**src/source/cache_pkg.sv**
```systemverilog
// ----------------------------
// Cache geometry, width types, init state
// and the request and response structs
// ----------------------------
package cache_pkg;

    // Geometry
    localparam int unsigned NUM_SETS   = 16;
    localparam int unsigned NUM_WAYS   = 4;
    localparam int unsigned LINE_WORDS = 4;
    localparam int unsigned WORD_BYTES = 4;
    localparam int unsigned TAG_BITS   = 8;

    typedef logic [$clog2(NUM_SETS)-1:0]   set_idx_t;
    typedef logic [TAG_BITS-1:0]           tag_t;
    typedef logic [$clog2(LINE_WORDS)-1:0] word_idx_t;
    typedef logic [NUM_WAYS-1:0]           way_vec_t;
    typedef logic [8*WORD_BYTES-1:0]       data_word_t;
    typedef logic [WORD_BYTES-1:0]         byte_en_t;

    typedef enum logic {
        INIT_SWEEP,
        INIT_DONE
    } init_state_t;

    typedef struct packed {
        logic valid;
        tag_t tag;
    } dir_entry_t;

    typedef struct packed {
        set_idx_t  set;
        tag_t      tag;
        word_idx_t word;
    } lookup_req_t;

    typedef struct packed {
        set_idx_t   set;
        word_idx_t  word;
        data_word_t data;
        byte_en_t   be;
    } write_req_t;

    // One refill beat
    typedef struct packed {
        set_idx_t   set;
        way_vec_t   way;
        tag_t       tag;
        word_idx_t  word;
        data_word_t data;
    } refill_req_t;

    typedef struct packed {
        logic       hit;
        way_vec_t   hit_way;
        data_word_t rdata;
        way_vec_t   victim_way;
    } lookup_rsp_t;

endpackage

```
**src/source/dir_init_fsm.sv**
```systemverilog
// ----------------------------
// Directory clear sweep after reset
// ----------------------------
`timescale 1ns/1ps

module dir_init_fsm (
    input  logic              clk_i,
    input  logic              rst_ni,
    output logic              ready_o,
    output cache_pkg::set_idx_t init_set_o
);

    import cache_pkg::*;

    init_state_t state_q, state_d;
    set_idx_t    set_q, set_d;

    always_comb begin
        state_d = state_q;
        set_d   = set_q;
        case (state_q)
            INIT_SWEEP: begin
                set_d = set_q + 1'b1;
                // Last set cleared this cycle
                if (set_q == set_idx_t'(NUM_SETS - 1)) begin
                    state_d = INIT_DONE;
                end
            end
            default: begin
                state_d = INIT_DONE;
            end
        endcase
    end

    always_ff @(posedge clk_i or negedge rst_ni) begin
        if (!rst_ni) begin
            state_q <= INIT_SWEEP;
            set_q   <= '0;
        end else begin
            state_q <= state_d;
            set_q   <= set_d;
        end
    end

    assign ready_o    = (state_q == INIT_DONE);
    assign init_set_o = set_q;

endmodule

```
**config.mk**
```make
export PLATFORM = sky130hd
export DESIGN_NAME = dir_init_fsm
export DESIGN_NICKNAME = d
export VERILOG_FILES = /design/src/source/cache_pkg.sv /design/src/source/dir_init_fsm.sv
export SDC_FILE = /design/constraint.sdc
export NUM_CORES = 1
export LEC_CHECK = 0
export ABC_AREA = 1
export BUFFER_PORTS_ARGS = -buffer_cell sky130_fd_sc_hd__buf_2
export CELL_PAD_IN_SITES_DETAIL_PLACEMENT = 1
export CELL_PAD_IN_SITES_GLOBAL_PLACEMENT = 2
export CORE_AREA = 2 2 39 41
export CTS_BUF_LIST = sky130_fd_sc_hd__clkbuf_2
export DETAILED_ROUTE_END_ITERATION = 8
export DIE_AREA = 0 0 41 43
export MAX_ROUTING_LAYER = met4
export PLACE_DENSITY = 0.61
export REMOVE_ABC_BUFFERS = 1
export SETUP_SLACK_MARGIN = 0.5
export SLEW_MARGIN = 15
export SYNTH_ARGS = -nofsm -noshare
export SYNTH_HDL_FRONTEND = slang
export SYNTH_SLANG_ARGS = --single-unit
```
**constraint.sdc**
```tcl
create_clock -name clk_i -period 1.8 [get_ports clk_i]
set_input_delay 0.27 -clock clk_i [delete_from_list [all_inputs] [get_ports clk_i]]
set_output_delay 0.27 -clock clk_i [all_outputs]
set_load 0.02 [all_outputs]
```
==> impl_metrics.yaml <==
worst_setup_path:
  crit_family: "flip-flops"
  crit_buf_inv: 1
  cp_cell_sequence: "buf_2"
  critical_path.max_stage_delay_ns: 0.42
  worst-setup-path-type: "reg2out"
  reg2reg_from: "init_set_o[0]"
  crit_path_start: "ready_o"
  cpMaxStageDelayCell: "dfrtp_1"
  critPathCaptureType: "primary output"
  arrival_ns: 0.82
  crit_fanout: 4
  startpoint_type: "register"
  crit_required_ns: 1.53
finish:
  nets: 44
  fillCellCount: 170
  drive_gt1_share_pct: 32.5
  syn2layout_area_growth_pct: 34.8
  n_antenna_cell: 0
yosys:
  synthArstFlopShare_pct: 100
  synth_top_area_share_pct: 54.3
  ys_seq_area_share_pct: 54.3
  synth_area_leader_cell: "dfrtp_1"
  synth_flop_cell: "dfrtp_1"
  synth_edf_count: 0
  synth_most_common_cell: "nand2_1"
  syn_inst: 29
  syn_avg_cell_area_um2: 7.94
  ys_warn_count: 0
  syn_area_um2: 230
  synth_area_leaders: "dfrtp_1 54%, nand2_1 18%, nand3_1 6.5%"
  ys_types: 8
  synth_common_cells: "11 x nand2_1, 5 x dfrtp_1, 4 x inv_1, 3 x nand3_1"
  ys_ff_latch: 5
route:
  antenna_left: 0
  routed_wl_um: 498
  vias: 209
  first_iter_violations: 0
  wl_per_cell_um: 8.89
  viasPerCell: 3.73
  drc: 0
  first_pass_iters: 1
timing:
  setup-violations-final: 0
  finalSetupTns_ns: 0
  final.period_utilization_pct: 60.6
  clock.fmax_mhz: 916
  finalMaxSlewViolations: 0
  max-slew-margin-rel_pct: 89.1
  fin_skew_ns: 0.00389
  tightest_slew_ns: 0.164
  grt_setup_unrepaired: "false"
  min_period_ns: 1.09
  hold_violations: 0
global_route:
  grt_pass1_wl_um: 793
  grt_max_degree: 6
  antenna_found_initial: 0
  grt_pass1_vias: 203
  grt.overflow.total: 0
  grt_usage_pct: 7.55
placement:
  dp_hpwl_um: 428
  io_buffers: 6
  place.gp.congestion: 0.622
clocking:
  cts_sinks: 5
  cts_setup_buffers: 0
  cts_root_buffer: "clkbuf_2"
  cts_buffer_depth: 2
  tritoncts: "yes"
  clk_pin_slew_ns: 0.06
  ctsResizeCount: 0
  clock_latency_ns: 0.21
  htreeDepth: 1
  numCtsBuffers: 3
power_and_ir_drop:
  internal_power_uw: 174
  sw_frac_of_total_pct: 21.4
  p_comb_share_pct: 2.1
  power_density_nw_per_um2: 712
  p_leak_uw: 0.000183
  clock_power_share_pct: 46.9
  p_switching_uw: 47.3
  irDropWorstVdd_v: 0.000140
  seqPwrFrac_pct: 50.9
  finalPower_uw: 221
floorplanning:
  rows: 14
  start_util_pct: 16.6
  coreArea_um2: 1380
  die_x_um: 41
  die-area_um2: 1760
  dieHeight_um: 43
  io_pins: 7
job:
  max_cap_violations: 0
min_path:
  hp-class: "in2async"
status:
  status: "finished clean"
[worst register-to-register path, stage by stage (launching register included)]
cell and delay [ns]:
dfrtp_1 0.40, ha_1 0.25, nand2_1 0.08, nand2_1 0.04, nand2_1 0.05, inv_1 0.04
[layer usage]
layer | vias up | part of all wire, % | global-route usage, %
met5 | - | 0 | -
li1 | 106 | - | -
met4 | 0 | 0 | 6.00
met3 | 0 | 7.2 | 4.71
met1 | 96 | 46 | 7.84
met2 | 7 | 47 | 9.69
[path summary, 6_finish.rpt]
path	endpoint	depth (start not counted)	slack [ns]
worst max-delay path	ready_o	1	0.71
worst min-delay path	init_set_o[1]	2	0.40
worst max register to register	init_set_o[2]	5	0.83
worst min register to register	init_set_o[3]	2	0.52
max in group asynchronous	init_set_o[2]	2	1.26
min in group clk_i	init_set_o[3]	2	0.52
[through the flow]
| step | cells | setup WS (ns) | utilization, % | cell area [um2] | hold slack, ns |
|---|---|---|---|---|---|
| 2_1_floorplan | 29 | 0.804 | - | 230 | -0.0256 |
| 3_3_place_gp | 51 | 0.870 | 20.3 | 280 | 0.0933 |
| 3_5_place_dp | 51 | 0.842 | 20.3 | 280 | 0.0955 |
| 4_1_cts | 56 | 0.690 | 22.4 | 310 | 0.402 |
| 5_1_grt | 56 | 0.638 | 22.4 | 310 | 0.397 |
| 6_report | 56 | 0.709 | 22.4 | 310 | 0.403 |
[power groups by stage]
stage                     logic (uW)  registers, uW  clock network [uW]
after floorplan            0.0000685            114                   0
after global placement          3.18            114                   0
after detailed placement        3.28            114                   0
after CTS                       4.99            112                 109
after global routing            5.40            112                 119
final                           4.69            112                 104
[placed cells by master (no fill, tap or decap)]
cell,n
inv_1,4
ha_1,1
dfrtp_1,5
inv_2,2
dlygate4sd3_1,1
clkbuf_2,4
nor2_1,2
nand3_1,3
nor2_2,1
nand2_1,11
buf_2,6
[registers in the layout, indices dropped and copies added (netlist names)]
signal / cells
init_set_o: 4
ready_o: 1
[area by class of cell]
type	count	area, um2	area share (%)
timing repair buffer	7	40.0	12.9
clock buffer	4	20.0	6.45
multi-input combinational	18	82.6	26.6
tap	16	20.0	6.45
sequential	5	125	40.3
inverter	6	22.5	7.26
[repair_timing]
action / 4_1_cts / 5_1_grt
setup endpoints to repair: 0 / 0
hold buffers: 1 / 0
endpoints found under the hold margin: 5 / 0
[kinds of logic (layout without fill, tap and decap cells)]
logic type / Yosys count / after routing / synth area share [%]
simple gates: 17 / 17 / 30.4
fa+ha+maj: 1 / 1 / 5.43
flops: 5 / 5 / 54.3
buf+inv: 6 / 17 / 9.78
Note: power is estimated with default switching activity, not from simulation.
