$ cat src/source/cache_pkg.sv
// ----------------------------
// Cache geometry, width types, init state
// and the request and response structs
// ----------------------------
package cache_pkg;

    // Geometry
    localparam int unsigned NUM_SETS   = 16;
    localparam int unsigned NUM_WAYS   = 4;
    localparam int unsigned LINE_WORDS = 4;
    localparam int unsigned WORD_BYTES = 4;
    localparam int unsigned TAG_BITS   = 8;

    typedef logic [$clog2(NUM_SETS)-1:0]   set_idx_t;
    typedef logic [TAG_BITS-1:0]           tag_t;
    typedef logic [$clog2(LINE_WORDS)-1:0] word_idx_t;
    typedef logic [NUM_WAYS-1:0]           way_vec_t;
    typedef logic [8*WORD_BYTES-1:0]       data_word_t;
    typedef logic [WORD_BYTES-1:0]         byte_en_t;

    typedef enum logic {
        INIT_SWEEP,
        INIT_DONE
    } init_state_t;

    typedef struct packed {
        logic valid;
        tag_t tag;
    } dir_entry_t;

    typedef struct packed {
        set_idx_t  set;
        tag_t      tag;
        word_idx_t word;
    } lookup_req_t;

    typedef struct packed {
        set_idx_t   set;
        word_idx_t  word;
        data_word_t data;
        byte_en_t   be;
    } write_req_t;

    // One refill beat
    typedef struct packed {
        set_idx_t   set;
        way_vec_t   way;
        tag_t       tag;
        word_idx_t  word;
        data_word_t data;
    } refill_req_t;

    typedef struct packed {
        logic       hit;
        way_vec_t   hit_way;
        data_word_t rdata;
        way_vec_t   victim_way;
    } lookup_rsp_t;

endpackage

$ cat src/source/sram_1rw.sv
// ----------------------------
// Single-port RAM, byte write enable
// ----------------------------
`timescale 1ns/1ps

module sram_1rw #(
    parameter  int unsigned DEPTH  = 16,
    parameter  int unsigned WIDTH  = 32,
    localparam int unsigned ADDR_W = $clog2(DEPTH),
    localparam int unsigned BE_W   = (WIDTH + 7) / 8
) (
    input  logic              clk_i,
    input  logic              en_i,
    input  logic              we_i,
    input  logic [ADDR_W-1:0] addr_i,
    input  logic [WIDTH-1:0]  wdata_i,
    input  logic [BE_W-1:0]   be_i,
    output logic [WIDTH-1:0]  rdata_o
);

    logic [WIDTH-1:0] mem_q [DEPTH];

    // Read returns the old contents on a write cycle
    always_ff @(posedge clk_i) begin
        if (en_i) begin
            if (we_i) begin
                for (int i = 0; i < WIDTH; i++) begin
                    if (be_i[i / 8]) begin
                        mem_q[addr_i][i] <= wdata_i[i];
                    end
                end
            end
            rdata_o <= mem_q[addr_i];
        end
    end

endmodule

$ cat src/source/dir_array.sv
// ----------------------------
// Directory banks, access mux
// and tag compare
// ----------------------------
`timescale 1ns/1ps

module dir_array (
    input  logic                   clk_i,
    input  logic                   rst_ni,
    input  logic                   ready_i,
    input  cache_pkg::set_idx_t    init_set_i,
    input  logic                   lookup_i,
    input  cache_pkg::lookup_req_t lookup_req_i,
    input  logic                   refill_i,
    input  cache_pkg::refill_req_t refill_req_i,
    output cache_pkg::way_vec_t    hit_way_o,
    output cache_pkg::way_vec_t    valid_ways_o,
    output logic                   rsp_valid_o
);

    import cache_pkg::*;

    localparam int unsigned DIR_W = $bits(dir_entry_t);

    set_idx_t   dir_addr;
    way_vec_t   dir_en;
    way_vec_t   dir_we;
    dir_entry_t dir_wentry;
    dir_entry_t [NUM_WAYS-1:0] dir_rentry;

    tag_t tag_q;
    logic rsp_valid_q;

    // Init sweep first, then lookup, then refill
    always_comb begin
        dir_addr   = '0;
        dir_en     = '0;
        dir_we     = '0;
        dir_wentry = '0;
        if (!ready_i) begin
            dir_addr = init_set_i;
            dir_en   = '1;
            dir_we   = '1;
        end else if (lookup_i) begin
            dir_addr = lookup_req_i.set;
            dir_en   = '1;
        end else if (refill_i) begin
            dir_addr         = refill_req_i.set;
            dir_en           = refill_req_i.way;
            dir_we           = refill_req_i.way;
            dir_wentry.valid = 1'b1;
            dir_wentry.tag   = refill_req_i.tag;
        end
    end

    for (genvar w = 0; w < NUM_WAYS; w++) begin : gen_dir_bank
        sram_1rw #(
            .DEPTH   (NUM_SETS),
            .WIDTH   (DIR_W)
        ) u_dir_ram (
            .clk_i   (clk_i),
            .en_i    (dir_en[w]),
            .we_i    (dir_we[w]),
            .addr_i  (dir_addr),
            .wdata_i (dir_wentry),
            .be_i    ('1),
            .rdata_o (dir_rentry[w])
        );

        assign valid_ways_o[w] = dir_rentry[w].valid;
        assign hit_way_o[w]    = rsp_valid_q & dir_rentry[w].valid &
                                 (dir_rentry[w].tag == tag_q);
    end

    // Tag is compared one cycle later, against the bank output
    always_ff @(posedge clk_i) begin
        if (lookup_i) begin
            tag_q <= lookup_req_i.tag;
        end
    end

    always_ff @(posedge clk_i or negedge rst_ni) begin
        if (!rst_ni) begin
            rsp_valid_q <= 1'b0;
        end else begin
            rsp_valid_q <= lookup_i & ready_i;
        end
    end

    assign rsp_valid_o = rsp_valid_q;

endmodule

$ cat config.mk
export PLATFORM = sky130hd
export DESIGN_NAME = dir_array
export DESIGN_NICKNAME = d
export VERILOG_FILES = /design/src/source/cache_pkg.sv /design/src/source/sram_1rw.sv /design/src/source/dir_array.sv
export SDC_FILE = /design/constraint.sdc
export NUM_CORES = 1
export LEC_CHECK = 0
export BUFFER_PORTS_ARGS = -buffer_cell sky130_fd_sc_hd__clkbuf_2
export CORE_MARGIN = 3
export CORE_UTILIZATION = 40
export CTS_CLUSTER_DIAMETER = 80
export DETAILED_ROUTE_END_ITERATION = 7
export PLACE_DENSITY = 0.53
export RECOVER_POWER = 100
export SLEW_MARGIN = 25
export SYNTH_ARGS = -nofsm -noshare
export SYNTH_HDL_FRONTEND = slang
export SYNTH_SLANG_ARGS = --single-unit
$ cat constraint.sdc
create_clock -name clk_i -period 1.4 [get_ports clk_i]
set_input_delay 0.14 -clock clk_i [delete_from_list [all_inputs] [get_ports clk_i]]
set_output_delay 0.14 -clock clk_i [all_outputs]
set_load 0.02 [all_outputs]
==> impl_metrics.xml, run 1 <==
<?xml version="1.0" encoding="UTF-8"?>
<metrics>
  <group name="critical_path">
    <metric name="worst-endpoint-required" unit="ns">1.26</metric>
    <metric name="path_cells" unit="">buf_4 &gt; xnor2_1 &gt; nand4_1 &gt; nor3_2 &gt; buf_4 &gt; clkbuf_4</metric>
    <metric name="critical_path.startpoint_type" unit="">flip-flop</metric>
    <metric name="cpLargestDelayFamily" unit="">buffers and inverters</metric>
    <metric name="critical-path-slowest-cell" unit="">edfxtp_1</metric>
    <metric name="cp.arrival" unit="ns">2.12</metric>
    <metric name="worst-setup-path-type" unit="">flip-flop to primary output</metric>
    <metric name="timing.critical_path.slowest_cell_delay" unit="ns">0.44</metric>
    <metric name="end_kind" unit="">primary output</metric>
    <metric name="reg2reg_setup_slack" unit="ns">-0.01</metric>
    <metric name="critical-path-top-cell-by-count" unit="">buf_4</metric>
    <metric name="critical_path_peak_fanout" unit="">3</metric>
    <metric name="cp_num_buf_inv" unit="">3</metric>
  </group>
  <group name="global_routing">
    <metric name="grt_pass1_vias" unit="">16790</metric>
    <metric name="grt_usage" unit="">0.2429</metric>
    <metric name="number_of_antenna_violations_at_the_first_check_in_global_routing" unit="">0</metric>
    <metric name="grt_max_degree" unit="">49</metric>
    <metric name="grt_first_pass_wirelength" unit="mm">113.3</metric>
    <metric name="globalRoute.totalOverflow" unit="">0</metric>
  </group>
  <group name="layout">
    <metric name="design.final.nets" unit="">2267</metric>
    <metric name="fillerInstances" unit="">4390</metric>
    <metric name="area.growth.synth_to_final" unit="%">48.17</metric>
    <metric name="antenna-diode-count" unit="">0</metric>
    <metric name="final_layout_size_suffix_gt1_frac" unit="">0.4518</metric>
  </group>
  <group name="synthesis">
    <metric name="async_reset_ff_frac" unit="">0.001610</metric>
    <metric name="synth_seq_cells" unit="">621</metric>
    <metric name="syn_avg_cell_area" unit="um^2">13.67</metric>
    <metric name="synth_ff_type" unit="">edfxtp_1</metric>
    <metric name="synth_warnings" unit="">0</metric>
    <metric name="synth_top_area_frac" unit="">0.7595</metric>
    <metric name="netlist-cell-type-count" unit="">31</metric>
    <metric name="mappedNetlistNets" unit="">1866</metric>
    <metric name="count_of_flip_flops_with_a_built_in_enable_after_synthesis" unit="">620</metric>
    <metric name="synth_area_leader_cell" unit="">edfxtp_1</metric>
    <metric name="synth.cells.most_frequent" unit="">620 x edfxtp_1, 429 x nand2_1, 289 x a21oi_1</metric>
    <metric name="synth.area.top_cells" unit="">edfxtp_1 76%, nand2_1 6.6%, a21oi_1 5.9%, a22oi_1 4.5%, o311ai_1 1.3%</metric>
    <metric name="synthesized_area" unit="um^2">24510</metric>
    <metric name="synth_sequential_area_ratio" unit="">0.7605</metric>
    <metric name="syn-instance-count" unit="">1793</metric>
    <metric name="count_leader_synth" unit="">edfxtp_1</metric>
  </group>
  <group name="floorplan">
    <metric name="dieWidth" unit="um">253.6</metric>
    <metric name="placeableCoreArea" unit="um^2">60470</metric>
    <metric name="rows" unit="">90</metric>
    <metric name="die_height" unit="um">253.6</metric>
    <metric name="ioPinCount" unit="">82</metric>
    <metric name="die_area" unit="um^2">64290</metric>
    <metric name="initial_core_util" unit="">0.4054</metric>
  </group>
  <group name="sta">
    <metric name="maxClockFrequency" unit="MHz">441.6</metric>
    <metric name="tightest_slew" unit="ns">0.4825</metric>
    <metric name="rsz0062_at_grt" unit="">yes</metric>
    <metric name="timing.slew.headroom" unit="">0.6784</metric>
    <metric name="hold_violations" unit="">0</metric>
    <metric name="fin_setup_tns" unit="ns">-308.59</metric>
    <metric name="setup_viol_count_final" unit="">1039</metric>
    <metric name="final.setup.worst_slack" unit="ns">-0.8643</metric>
    <metric name="maxSlewViolCount" unit="">0</metric>
    <metric name="layout_skew" unit="ns">0.01779</metric>
    <metric name="share_of_the_cycle_needed_by_the_critical_path_after_routing" unit="">1.617</metric>
    <metric name="worst_hold_slack" unit="ns">0.06855</metric>
    <metric name="layout_min_cycle_time" unit="ns">2.264</metric>
  </group>
  <group name="job">
    <metric name="cap_viol_max_count" unit="">0</metric>
  </group>
  <group name="status">
    <metric name="failed_checks" unit="">negative setup slack</metric>
    <metric name="status" unit="">finished with violations</metric>
  </group>
  <group name="detailed_routing">
    <metric name="num_vias" unit="">17230</metric>
    <metric name="dr.first_iter.drc_count" unit="">1527</metric>
    <metric name="drcViolationCount" unit="">0</metric>
    <metric name="vias_per_cell" unit="">5.699</metric>
    <metric name="antenna_violating_nets_post_route" unit="">0</metric>
    <metric name="detailedRoute.firstPassIterationCount" unit="">5</metric>
    <metric name="detail_route.wirelength" unit="mm">80.16</metric>
    <metric name="avgRoutedWirePerCell" unit="um">26.51</metric>
  </group>
  <group name="clock_tree">
    <metric name="cts-htree-levels" unit="">3</metric>
    <metric name="cts_tree" unit="">done</metric>
    <metric name="clk_latency_worst_skew_pair" unit="ns">0.61</metric>
    <metric name="total_clock_buffers_created_by_cts" unit="">67</metric>
    <metric name="cts.path.max_buffers" unit="">3</metric>
    <metric name="clock_sinks" unit="">621</metric>
    <metric name="clk_pin_slew_worst_paths" unit="ns">0.06</metric>
    <metric name="root_buffer" unit="">clkbuf_16</metric>
  </group>
  <group name="placement">
    <metric name="place_hpwl" unit="mm">43.42</metric>
    <metric name="gpl_wtd_cong" unit="">0.8131</metric>
    <metric name="dpl_worst_slack" unit="ns">-1.137</metric>
    <metric name="port_buffers" unit="">45</metric>
  </group>
  <group name="pwr">
    <metric name="p_per_area" unit="nW/um^2">1282</metric>
    <metric name="worst_ir_drop_vdd" unit="V">0.0009385</metric>
    <metric name="total_leakage_power" unit="uW">0.01164</metric>
  </group>
  <group name="min_path">
    <metric name="worst_hold_path_type" unit="">primary input to flip-flop</metric>
  </group>
</metrics>
==> cell families (layout without fill, tap and decap cells) <==
| group | Yosys count | in the layout | synth area share |
|---|---|---|---|
| AOI/OAI and AO/OA | 478 | 479 | 0.1188 |
| xor gates and xnor gates | 32 | 32 | 0.01143 |
| buffers and inverters | 126 | 570 | 0.02348 |
| DFF | 621 | 621 | 0.7605 |
| and+or+nand+nor | 536 | 540 | 0.08580 |
==> power breakdown <==
| part | leakage [uW] | internal (uW) | switching [uW] |
|---|---|---|---|
| clock | 0.000977 | 9410 | 7090 |
| sequential | 0.00466 | 21300 | 350 |
| combinational | 0.00600 | 3940 | 4510 |
==> layout make-up <==
cell class / instances / area (um^2) / area share
Timing Repair Buffer: 453 / 6420 / 0.1767
Sequential cell: 621 / 18640 / 0.5133
Clock buffer: 87 / 1837 / 0.05057
Tap cell: 782 / 978.4 / 0.02694
Clock inverter: 30 / 166.4 / 0.004581
Multi-Input combinational cell: 1051 / 8278 / 0.2279
==> stage by stage <==
stage	power, uW	cell area [um^2]	util	instances
final	46560	36320	0.6007	3024
after global routing	48030	36320	0.6007	3024
after CTS	45970	34910	0.5774	2986
after detailed placement	27140	28510	0.4715	2716
after global placement	27080	28510	0.4715	2716
after floorplan	24760	25190	-	1793
==> registers in the layout (all words and copies together), names as in the netlist <==
signal	count
gen_dir_bank.u_dir_ram.mem_q	576
tag_q	8
rsp_valid_o	1
gen_dir_bank.u_dir_ram.rdata_o	36
==> worst reg2reg max path: stages, from the launching register on <==
cell      delay [ns]
edfxtp_1        0.42
a21oi_4         0.16
a22oi_2         0.11
a22oi_2         0.21
buf_4           0.16
o311ai_2        0.09
==> routing by layer <==
metal  global-route usage  vias to the layer above  wire length [um]  part of all wire
li1                     -                     7553                 -                 -
met1               0.3358                     8820             32960              0.41
met2               0.3901                      710             38610              0.48
met3              0.04554                      150              6202             0.077
met4              0.07942                        0              2381             0.030
met5                    0                        -                 0                 0
==> worst paths after layout <==
check	start	end	cells after the start
worst min-delay path	ready_i	rsp_valid_o	4
worst max-delay path	tag_q[4]	hit_way_o[3]	6
worst max register to register	gen_dir_bank[2].u_dir_ram.mem_q[13][4]	gen_dir_bank[2].u_dir_ram.rdata_o[4]	5
max in group asynchronous	rst_ni	rsp_valid_o	3
min in group asynchronous	rst_ni	rsp_valid_o	3
worst min register to register	gen_dir_bank[1].u_dir_ram.mem_q[6][1]	gen_dir_bank[1].u_dir_ram.rdata_o[1]	2
==> cell usage in the layout (no fill, tap or decap), types with 6 or more instances in the layout <==
cell           Yosys  routed
edfxtp_1         620     620
nand2_1          429     334
a21oi_1          289     136
buf_12             0     135
a22oi_2            0     127
buf_4              6     118
a21oi_2            1     107
clkbuf_16          0      88
nor2_4             0      73
buf_6              4      71
nand2_2            0      54
a21oi_4            0      47
clkbuf_2           0      42
buf_16             0      36
nand2_4            0      29
xnor2_1           25      24
clkbuf_1          58      22
a22oi_1          146      19
o311ai_2           0      18
clkinv_1           0      18
o311ai_1          36      15
nand2_8            0      12
dlygate4sd3_1      0      10
buf_8              0      10
xor2_1             7       7
clkinv_2           0       7
nand3_1            6       6
and3_1             8       6
==> what timing repair did <==
item	4_1_cts	5_1_grt
setup endpoints to repair	621	639
hold buffers	11	0
pin swaps	167	165
setup buffers	102	48
gates cloned	44	19
hold endpoints to repair	17	0
resized for setup	453	268
Power figures use the tool's default switching activity.
==> run 2, diff against run 1 <==
==> constraint.sdc (replaced) <==
create_clock -name clk_i -period 1.4 [get_ports clk_i]
set_input_delay 0.21 -clock clk_i [delete_from_list [all_inputs] [get_ports clk_i]]
set_output_delay 0.21 -clock clk_i [all_outputs]
set_load 0.02 [all_outputs]
==> impl_metrics.xml, run 2 (synthesis gave the netlist of run 1 again) <==
<?xml version="1.0" encoding="UTF-8"?>
<metrics>
  <group name="clock_tree">
    <metric name="clk_pin_slew_worst_paths" unit="ns">0.06</metric>
    <metric name="total_clock_buffers_created_by_cts" unit="">67</metric>
    <metric name="clk_latency_worst_skew_pair" unit="ns">0.60</metric>
    <metric name="cts.path.max_buffers" unit="">3</metric>
    <metric name="clock_sinks" unit="">621</metric>
    <metric name="root_buffer" unit="">clkbuf_16</metric>
    <metric name="cts_tree" unit="">done</metric>
    <metric name="cts-htree-levels" unit="">3</metric>
  </group>
  <group name="sta">
    <metric name="rsz0062_at_grt" unit="">yes</metric>
    <metric name="share_of_the_cycle_needed_by_the_critical_path_after_routing" unit="">1.676</metric>
    <metric name="layout_skew" unit="ns">0.02105</metric>
    <metric name="maxSlewViolCount" unit="">0</metric>
    <metric name="hold_violations" unit="">0</metric>
    <metric name="worst_hold_slack" unit="ns">0.1423</metric>
    <metric name="maxClockFrequency" unit="MHz">426.2</metric>
    <metric name="timing.slew.headroom" unit="">0.6297</metric>
    <metric name="setup_viol_count_final" unit="">940</metric>
    <metric name="tightest_slew" unit="ns">0.5555</metric>
    <metric name="layout_min_cycle_time" unit="ns">2.347</metric>
    <metric name="final.setup.worst_slack" unit="ns">-0.9466</metric>
  </group>
  <group name="detailed_routing">
    <metric name="num_vias" unit="">17440</metric>
    <metric name="drcViolationCount" unit="">0</metric>
    <metric name="detail_route.wirelength" unit="mm">82.91</metric>
    <metric name="dr.first_iter.drc_count" unit="">1648</metric>
    <metric name="antenna_violating_nets_post_route" unit="">0</metric>
    <metric name="avgRoutedWirePerCell" unit="um">27.28</metric>
    <metric name="vias_per_cell" unit="">5.738</metric>
    <metric name="detailedRoute.firstPassIterationCount" unit="">5</metric>
  </group>
  <group name="placement">
    <metric name="gpl_wtd_cong" unit="">0.8245</metric>
    <metric name="port_buffers" unit="">45</metric>
    <metric name="place_hpwl" unit="mm">43.27</metric>
    <metric name="dpl_worst_slack" unit="ns">-1.164</metric>
    <metric name="cell_area_after_placement" unit="um^2">28410</metric>
  </group>
  <group name="pwr">
    <metric name="power.combinational.fraction" unit="">0.184</metric>
    <metric name="p_per_area" unit="nW/um^2">1288</metric>
    <metric name="p_clk_frac" unit="">0.362</metric>
    <metric name="worst_ir_drop_vdd" unit="V">0.0008091</metric>
    <metric name="total_leakage_power" unit="uW">0.01191</metric>
    <metric name="power" unit="uW">47630</metric>
    <metric name="switching_share" unit="">0.2548</metric>
    <metric name="seq_power_share" unit="">0.454</metric>
    <metric name="total_switching_power" unit="uW">12140</metric>
    <metric name="internal_power" unit="uW">35490</metric>
  </group>
  <group name="layout">
    <metric name="area.growth.synth_to_final" unit="%">50.84</metric>
    <metric name="mostFrequentLayoutCell" unit="">edfxtp_1</metric>
    <metric name="max_flop_register" unit="">gen_dir_bank.u_dir_ram.mem_q</metric>
    <metric name="multiInputGateArea" unit="um^2">8449</metric>
    <metric name="fillerInstances" unit="">4308</metric>
    <metric name="seq_area" unit="um^2">18640</metric>
    <metric name="stdcell_area" unit="um^2">36980</metric>
    <metric name="largest_registers" unit="">gen_dir_bank.u_dir_ram.mem_q x576, gen_dir_bank.u_dir_ram.rdata_o x36, tag_q x8</metric>
    <metric name="mostFrequentLayoutCells" unit="">620 x edfxtp_1, 354 x nand2_1, 131 x buf_12, 129 x a22oi_2, 123 x a21oi_1</metric>
    <metric name="final_layout_size_suffix_gt1_frac" unit="">0.4605</metric>
    <metric name="largest_register_ff_count" unit="">576</metric>
    <metric name="design.final.nets" unit="">2284</metric>
    <metric name="postLayoutCoreUtil" unit="">0.6115</metric>
  </group>
  <group name="floorplan">
    <metric name="rows" unit="">90</metric>
    <metric name="dieWidth" unit="um">253.6</metric>
    <metric name="initial_core_util" unit="">0.4054</metric>
    <metric name="die_height" unit="um">253.6</metric>
    <metric name="ioPinCount" unit="">82</metric>
    <metric name="die_area" unit="um^2">64290</metric>
    <metric name="placeableCoreArea" unit="um^2">60470</metric>
  </group>
  <group name="critical_path">
    <metric name="worst-endpoint-required" unit="ns">1.19</metric>
    <metric name="cp.arrival" unit="ns">2.14</metric>
    <metric name="worstReg2RegStart" unit="">gen_dir_bank[0].u_dir_ram.mem_q[13][0]</metric>
    <metric name="rr_endpoint" unit="">gen_dir_bank[0].u_dir_ram.rdata_o[0]</metric>
    <metric name="critical_path_peak_fanout" unit="">2</metric>
    <metric name="reg2reg_setup_slack" unit="ns">0.01</metric>
    <metric name="critical_path.startpoint_type" unit="">flip-flop</metric>
    <metric name="end_kind" unit="">primary output</metric>
    <metric name="worst-setup-path-type" unit="">flip-flop to primary output</metric>
    <metric name="reg2reg_depth" unit="">4</metric>
  </group>
  <group name="global_routing">
    <metric name="grt_pass1_vias" unit="">16640</metric>
    <metric name="number_of_antenna_violations_at_the_first_check_in_global_routing" unit="">0</metric>
    <metric name="globalRoute.totalOverflow" unit="">0</metric>
    <metric name="grt_first_pass_wirelength" unit="mm">113.1</metric>
    <metric name="grt_max_degree" unit="">49</metric>
    <metric name="grt_usage" unit="">0.2410</metric>
  </group>
  <group name="min_path">
    <metric name="worst_hold_path_type" unit="">primary input to flip-flop</metric>
    <metric name="holdCritStartpoint" unit="">ready_i</metric>
    <metric name="hold_end" unit="">rsp_valid_o</metric>
    <metric name="min_delay_path_depth" unit="">4</metric>
  </group>
  <group name="status">
    <metric name="status" unit="">finished with violations</metric>
    <metric name="failed_checks" unit="">negative setup slack</metric>
  </group>
  <group name="job">
    <metric name="cap_viol_max_count" unit="">0</metric>
  </group>
</metrics>
[run 2: cell count changes in the layout (fill, tap and decap cells not counted), sizes merged, moves of 2 or more]
cell    change
buf         +7
clkbuf      +5
bufinv      +4
nor2        +3
bufbuf      -2
clkinv      -2
inv         -2
[run 2: routing by layer]
layer  GRT usage  up-vias  wire length, um
met4     0.06706        0             2403
li1            -     7612                -
met3     0.03562      151             5904
met1      0.3425     8888            34250
met5           0        -                0
met2      0.3894      787            40360
[run 2: repair_timing]
item / in CTS / in global routing
resized for setup: 388 / 368
buffers inserted: 100 / 65
setup endpoints to repair: 621 / 621
hold buffers: 10 / 0
gates cloned: 39 / 39
pin swaps: 149 / 212
endpoints found under the hold margin: 9 / 0
[run 2: layout make-up]
cell class / instances / area share
clock buffers: 85 / 0.04947
clock inverters: 29 / 0.006937
multi-input cells: 1055 / 0.2285
repair buffers: 466 / 0.1844
diodes: 1 / 0.00006768
flip-flops and latches: 621 / 0.5042
well taps: 782 / 0.02646
[run 2: worst max-delay path by stage]
stage	startpoint	endpoint	slack [ns]
after floorplan	lookup_i	gen_dir_bank[0].u_dir_ram.mem_q[12][0]	-0.60
after global placement	lookup_i	gen_dir_bank[0].u_dir_ram.rdata_o[5]	-1.17
after detailed placement	lookup_i	gen_dir_bank[0].u_dir_ram.rdata_o[6]	-1.16
after CTS	gen_dir_bank[2].u_dir_ram.rdata_o[1]	hit_way_o[2]	-1.04
after global routing	tag_q[7]	hit_way_o[2]	-0.99
final	tag_q[7]	hit_way_o[2]	-0.95
[run 2: stage by stage]
step / setup TNS, ns / std cells
after detailed placement: -717.66 / 2706
after CTS: -84.09 / 2964
after global placement: -725.08 / 2706
after floorplan: -477.06 / 1793
final: -456.66 / 3039
after global routing: -501.46 / 3038
[run 2: critical path: stages (launching register included)]
cell      delay [ns]
edfxtp_1        0.43
xor2_1          0.18
nor4_2          0.33
nand4_1         0.17
nor4_2          0.22
buf_4           0.20
[run 2: power by group through the flow]
stage	Combinational, uW	Clock (uW)	Sequential [uW]
floorplan	2930	0	21800
global placement	5130	0	21900
detailed placement	5170	0	21900
CTS	7300	17400	21600
global route	9180	18200	21700
finish	8790	17200	21600
==> run 3, diff against run 2 <==
--- a/config.mk
+++ b/config.mk
@@ -7,10 +7,10 @@
 export LEC_CHECK = 0
 export BUFFER_PORTS_ARGS = -buffer_cell sky130_fd_sc_hd__clkbuf_2
 export CORE_MARGIN = 3
-export CORE_UTILIZATION = 40
+export CORE_UTILIZATION = 50
 export CTS_CLUSTER_DIAMETER = 80
 export DETAILED_ROUTE_END_ITERATION = 7
-export PLACE_DENSITY = 0.53
+export PLACE_DENSITY = 0.64
 export RECOVER_POWER = 100
 export SLEW_MARGIN = 25
 export SYNTH_ARGS = -nofsm -noshare
==> impl_metrics.xml, run 3 (synthesis gave the netlist of run 1 again) <==
<?xml version="1.0" encoding="UTF-8"?>
<metrics>
  <group name="status">
    <metric name="status" unit="">finished with violations</metric>
    <metric name="failed_checks" unit="">negative setup slack</metric>
  </group>
  <group name="sta">
    <metric name="hold_violations" unit="">0</metric>
    <metric name="share_of_the_cycle_needed_by_the_critical_path_after_routing" unit="">1.634</metric>
    <metric name="timing.slew.headroom" unit="">0.4910</metric>
    <metric name="setup_viol_count_final" unit="">893</metric>
    <metric name="layout_min_cycle_time" unit="ns">2.288</metric>
    <metric name="maxClockFrequency" unit="MHz">437.1</metric>
    <metric name="rsz0062_at_grt" unit="">yes</metric>
    <metric name="maxSlewViolCount" unit="">0</metric>
    <metric name="fin_setup_tns" unit="ns">-309.69</metric>
    <metric name="layout_skew" unit="ns">0.02162</metric>
    <metric name="tightest_slew" unit="ns">0.7635</metric>
    <metric name="final.setup.worst_slack" unit="ns">-0.8881</metric>
  </group>
  <group name="critical_path">
    <metric name="critical_path_peak_fanout" unit="">3</metric>
    <metric name="worstReg2RegStart" unit="">gen_dir_bank[0].u_dir_ram.mem_q[15][8]</metric>
    <metric name="critical_path.startpoint_type" unit="">flip-flop</metric>
    <metric name="rr_endpoint" unit="">gen_dir_bank[0].u_dir_ram.rdata_o[8]</metric>
    <metric name="worst-setup-path-type" unit="">flip-flop to primary output</metric>
    <metric name="reg2reg_setup_slack" unit="ns">-0.04</metric>
    <metric name="reg2reg_depth" unit="">4</metric>
    <metric name="end_kind" unit="">primary output</metric>
    <metric name="cp.arrival" unit="ns">2.08</metric>
    <metric name="worst-endpoint-required" unit="ns">1.19</metric>
  </group>
  <group name="floorplan">
    <metric name="placeableCoreArea" unit="um^2">48050</metric>
    <metric name="initial_core_util" unit="">0.5102</metric>
    <metric name="die_area" unit="um^2">51720</metric>
    <metric name="rows" unit="">80</metric>
    <metric name="ioPinCount" unit="">82</metric>
    <metric name="dieWidth" unit="um">227.4</metric>
    <metric name="die_height" unit="um">227.4</metric>
  </group>
  <group name="global_routing">
    <metric name="grt_pass1_vias" unit="">17280</metric>
    <metric name="grt_first_pass_wirelength" unit="mm">110.6</metric>
    <metric name="grt_max_degree" unit="">46</metric>
    <metric name="number_of_antenna_violations_at_the_first_check_in_global_routing" unit="">0</metric>
    <metric name="grt_usage" unit="">0.2909</metric>
    <metric name="globalRoute.totalOverflow" unit="">0</metric>
  </group>
  <group name="clock_tree">
    <metric name="cts_tree" unit="">done</metric>
    <metric name="cts-htree-levels" unit="">2</metric>
    <metric name="root_buffer" unit="">clkbuf_16</metric>
    <metric name="cts.path.max_buffers" unit="">3</metric>
    <metric name="clk_pin_slew_worst_paths" unit="ns">0.07</metric>
    <metric name="clock_sinks" unit="">621</metric>
    <metric name="total_clock_buffers_created_by_cts" unit="">60</metric>
    <metric name="clk_latency_worst_skew_pair" unit="ns">0.64</metric>
  </group>
  <group name="placement">
    <metric name="gpl_wtd_cong" unit="">0.8869</metric>
    <metric name="place_hpwl" unit="mm">40.30</metric>
    <metric name="port_buffers" unit="">45</metric>
  </group>
  <group name="layout">
    <metric name="mostFrequentLayoutCells" unit="">620 x edfxtp_1, 388 x nand2_1, 129 x buf_12, 117 x a22oi_2, 103 x a21oi_2</metric>
    <metric name="largest_registers" unit="">gen_dir_bank.u_dir_ram.mem_q x576, gen_dir_bank.u_dir_ram.rdata_o x36, tag_q x8</metric>
    <metric name="max_flop_register" unit="">gen_dir_bank.u_dir_ram.mem_q</metric>
    <metric name="design.final.nets" unit="">2248</metric>
    <metric name="antenna-diode-count" unit="">0</metric>
    <metric name="largest_register_ff_count" unit="">576</metric>
    <metric name="postLayoutCoreUtil" unit="">0.7596</metric>
    <metric name="multiInputGateArea" unit="um^2">8687</metric>
    <metric name="fillerInstances" unit="">2467</metric>
    <metric name="final_layout_size_suffix_gt1_frac" unit="">0.4469</metric>
    <metric name="mostFrequentLayoutCell" unit="">edfxtp_1</metric>
    <metric name="area.growth.synth_to_final" unit="%">48.88</metric>
    <metric name="seq_area" unit="um^2">18640</metric>
  </group>
  <group name="pwr">
    <metric name="switching_share" unit="">0.2620</metric>
    <metric name="seq_power_share" unit="">0.466</metric>
    <metric name="power.combinational.fraction" unit="">0.190</metric>
    <metric name="total_switching_power" unit="uW">12210</metric>
    <metric name="total_leakage_power" unit="uW">0.01170</metric>
    <metric name="p_per_area" unit="nW/um^2">1277</metric>
    <metric name="internal_power" unit="uW">34380</metric>
    <metric name="p_clk_frac" unit="">0.344</metric>
    <metric name="worst_ir_drop_vdd" unit="V">0.001142</metric>
  </group>
  <group name="detailed_routing">
    <metric name="vias_per_cell" unit="">6.401</metric>
    <metric name="drcViolationCount" unit="">0</metric>
    <metric name="num_vias" unit="">18170</metric>
    <metric name="detailedRoute.firstPassIterationCount" unit="">5</metric>
    <metric name="detail_route.wirelength" unit="mm">84.40</metric>
    <metric name="avgRoutedWirePerCell" unit="um">29.73</metric>
    <metric name="antenna_violating_nets_post_route" unit="">0</metric>
    <metric name="dr.first_iter.drc_count" unit="">2231</metric>
  </group>
  <group name="job">
    <metric name="cap_viol_max_count" unit="">0</metric>
  </group>
  <group name="min_path">
    <metric name="worst_hold_path_type" unit="">primary input to flip-flop</metric>
    <metric name="min_delay_path_depth" unit="">4</metric>
    <metric name="holdCritStartpoint" unit="">refill_req_i[44]</metric>
    <metric name="hold_end" unit="">gen_dir_bank[2].u_dir_ram.rdata_o[8]</metric>
  </group>
</metrics>
==> run 3: routing by layer <==
layer,GRT usage,part of all wire
met5,0,0
met4,0.1026,0.056
met3,0.04578,0.087
met2,0.4983,0.50
met1,0.3814,0.35
==> run 3: how the worst max path moves through the flow <==
stage	startpoint	end	slack [ns]	depth (start not counted)
floorplan	lookup_i	gen_dir_bank[0].u_dir_ram.mem_q[12][0]	-0.60	9
global placement	ready_i	gen_dir_bank[0].u_dir_ram.rdata_o[8]	-0.97	9
detailed placement	ready_i	gen_dir_bank[0].u_dir_ram.rdata_o[8]	-1.02	9
CTS	tag_q[1]	hit_way_o[2]	-0.94	5
global route	gen_dir_bank[2].u_dir_ram.rdata_o[4]	hit_way_o[2]	-0.96	5
finish	tag_q[3]	hit_way_o[0]	-0.89	6
==> run 3: timing repair <==
action,in CTS,in global routing
cloned,47,23
buffers inserted,77,60
hold buffers,11,0
endpoints found under the hold margin,17,0
pin swaps,203,192
setup endpoints to repair,592,621
resized for setup,405,338
==> run 3: power groups by stage <==
| stage | registers [uW] | clock network, uW | logic, uW |
|---|---|---|---|
| floorplan | 21800 | 0 | 2930 |
| global placement | 21900 | 0 | 4970 |
| detailed placement | 21900 | 0 | 5060 |
| CTS | 21600 | 15900 | 7270 |
| global route | 21700 | 16800 | 9150 |
| finish | 21700 | 16000 | 8870 |
==> run 3: cell type report <==
class	count	share of cell area
clock buffer	69	0.04265
clock inverter	42	0.009599
multi-input combinational	1056	0.2380
sequential	621	0.5108
tap	615	0.02108
timing repair buffer	436	0.1778
==> run 3: through the flow <==
step | hold WS, ns | area (um^2) | cells | worst slack [ns] | power (uW)
2_1_floorplan | -0.08559 | 25190 | 1793 | -0.6038 | 24760
3_3_place_gp | -0.01424 | 28510 | 2538 | -0.9746 | 26880
3_5_place_dp | -0.01423 | 28510 | 2538 | -1.020 | 26980
4_1_cts | 0.04894 | 34330 | 2782 | -0.9392 | 44810
5_1_grt | 0.1633 | 36500 | 2839 | -0.9607 | 47650
6_report | 0.1594 | 36500 | 2839 | -0.8881 | 46590
==> run 3: critical path: stages (launching register included) <==
cell	delay, ns
edfxtp_1	0.47
buf_6	0.21
xnor2_2	0.17
nand3_2	0.10
nor3_2	0.20
buf_4	0.17
buf_6	0.13
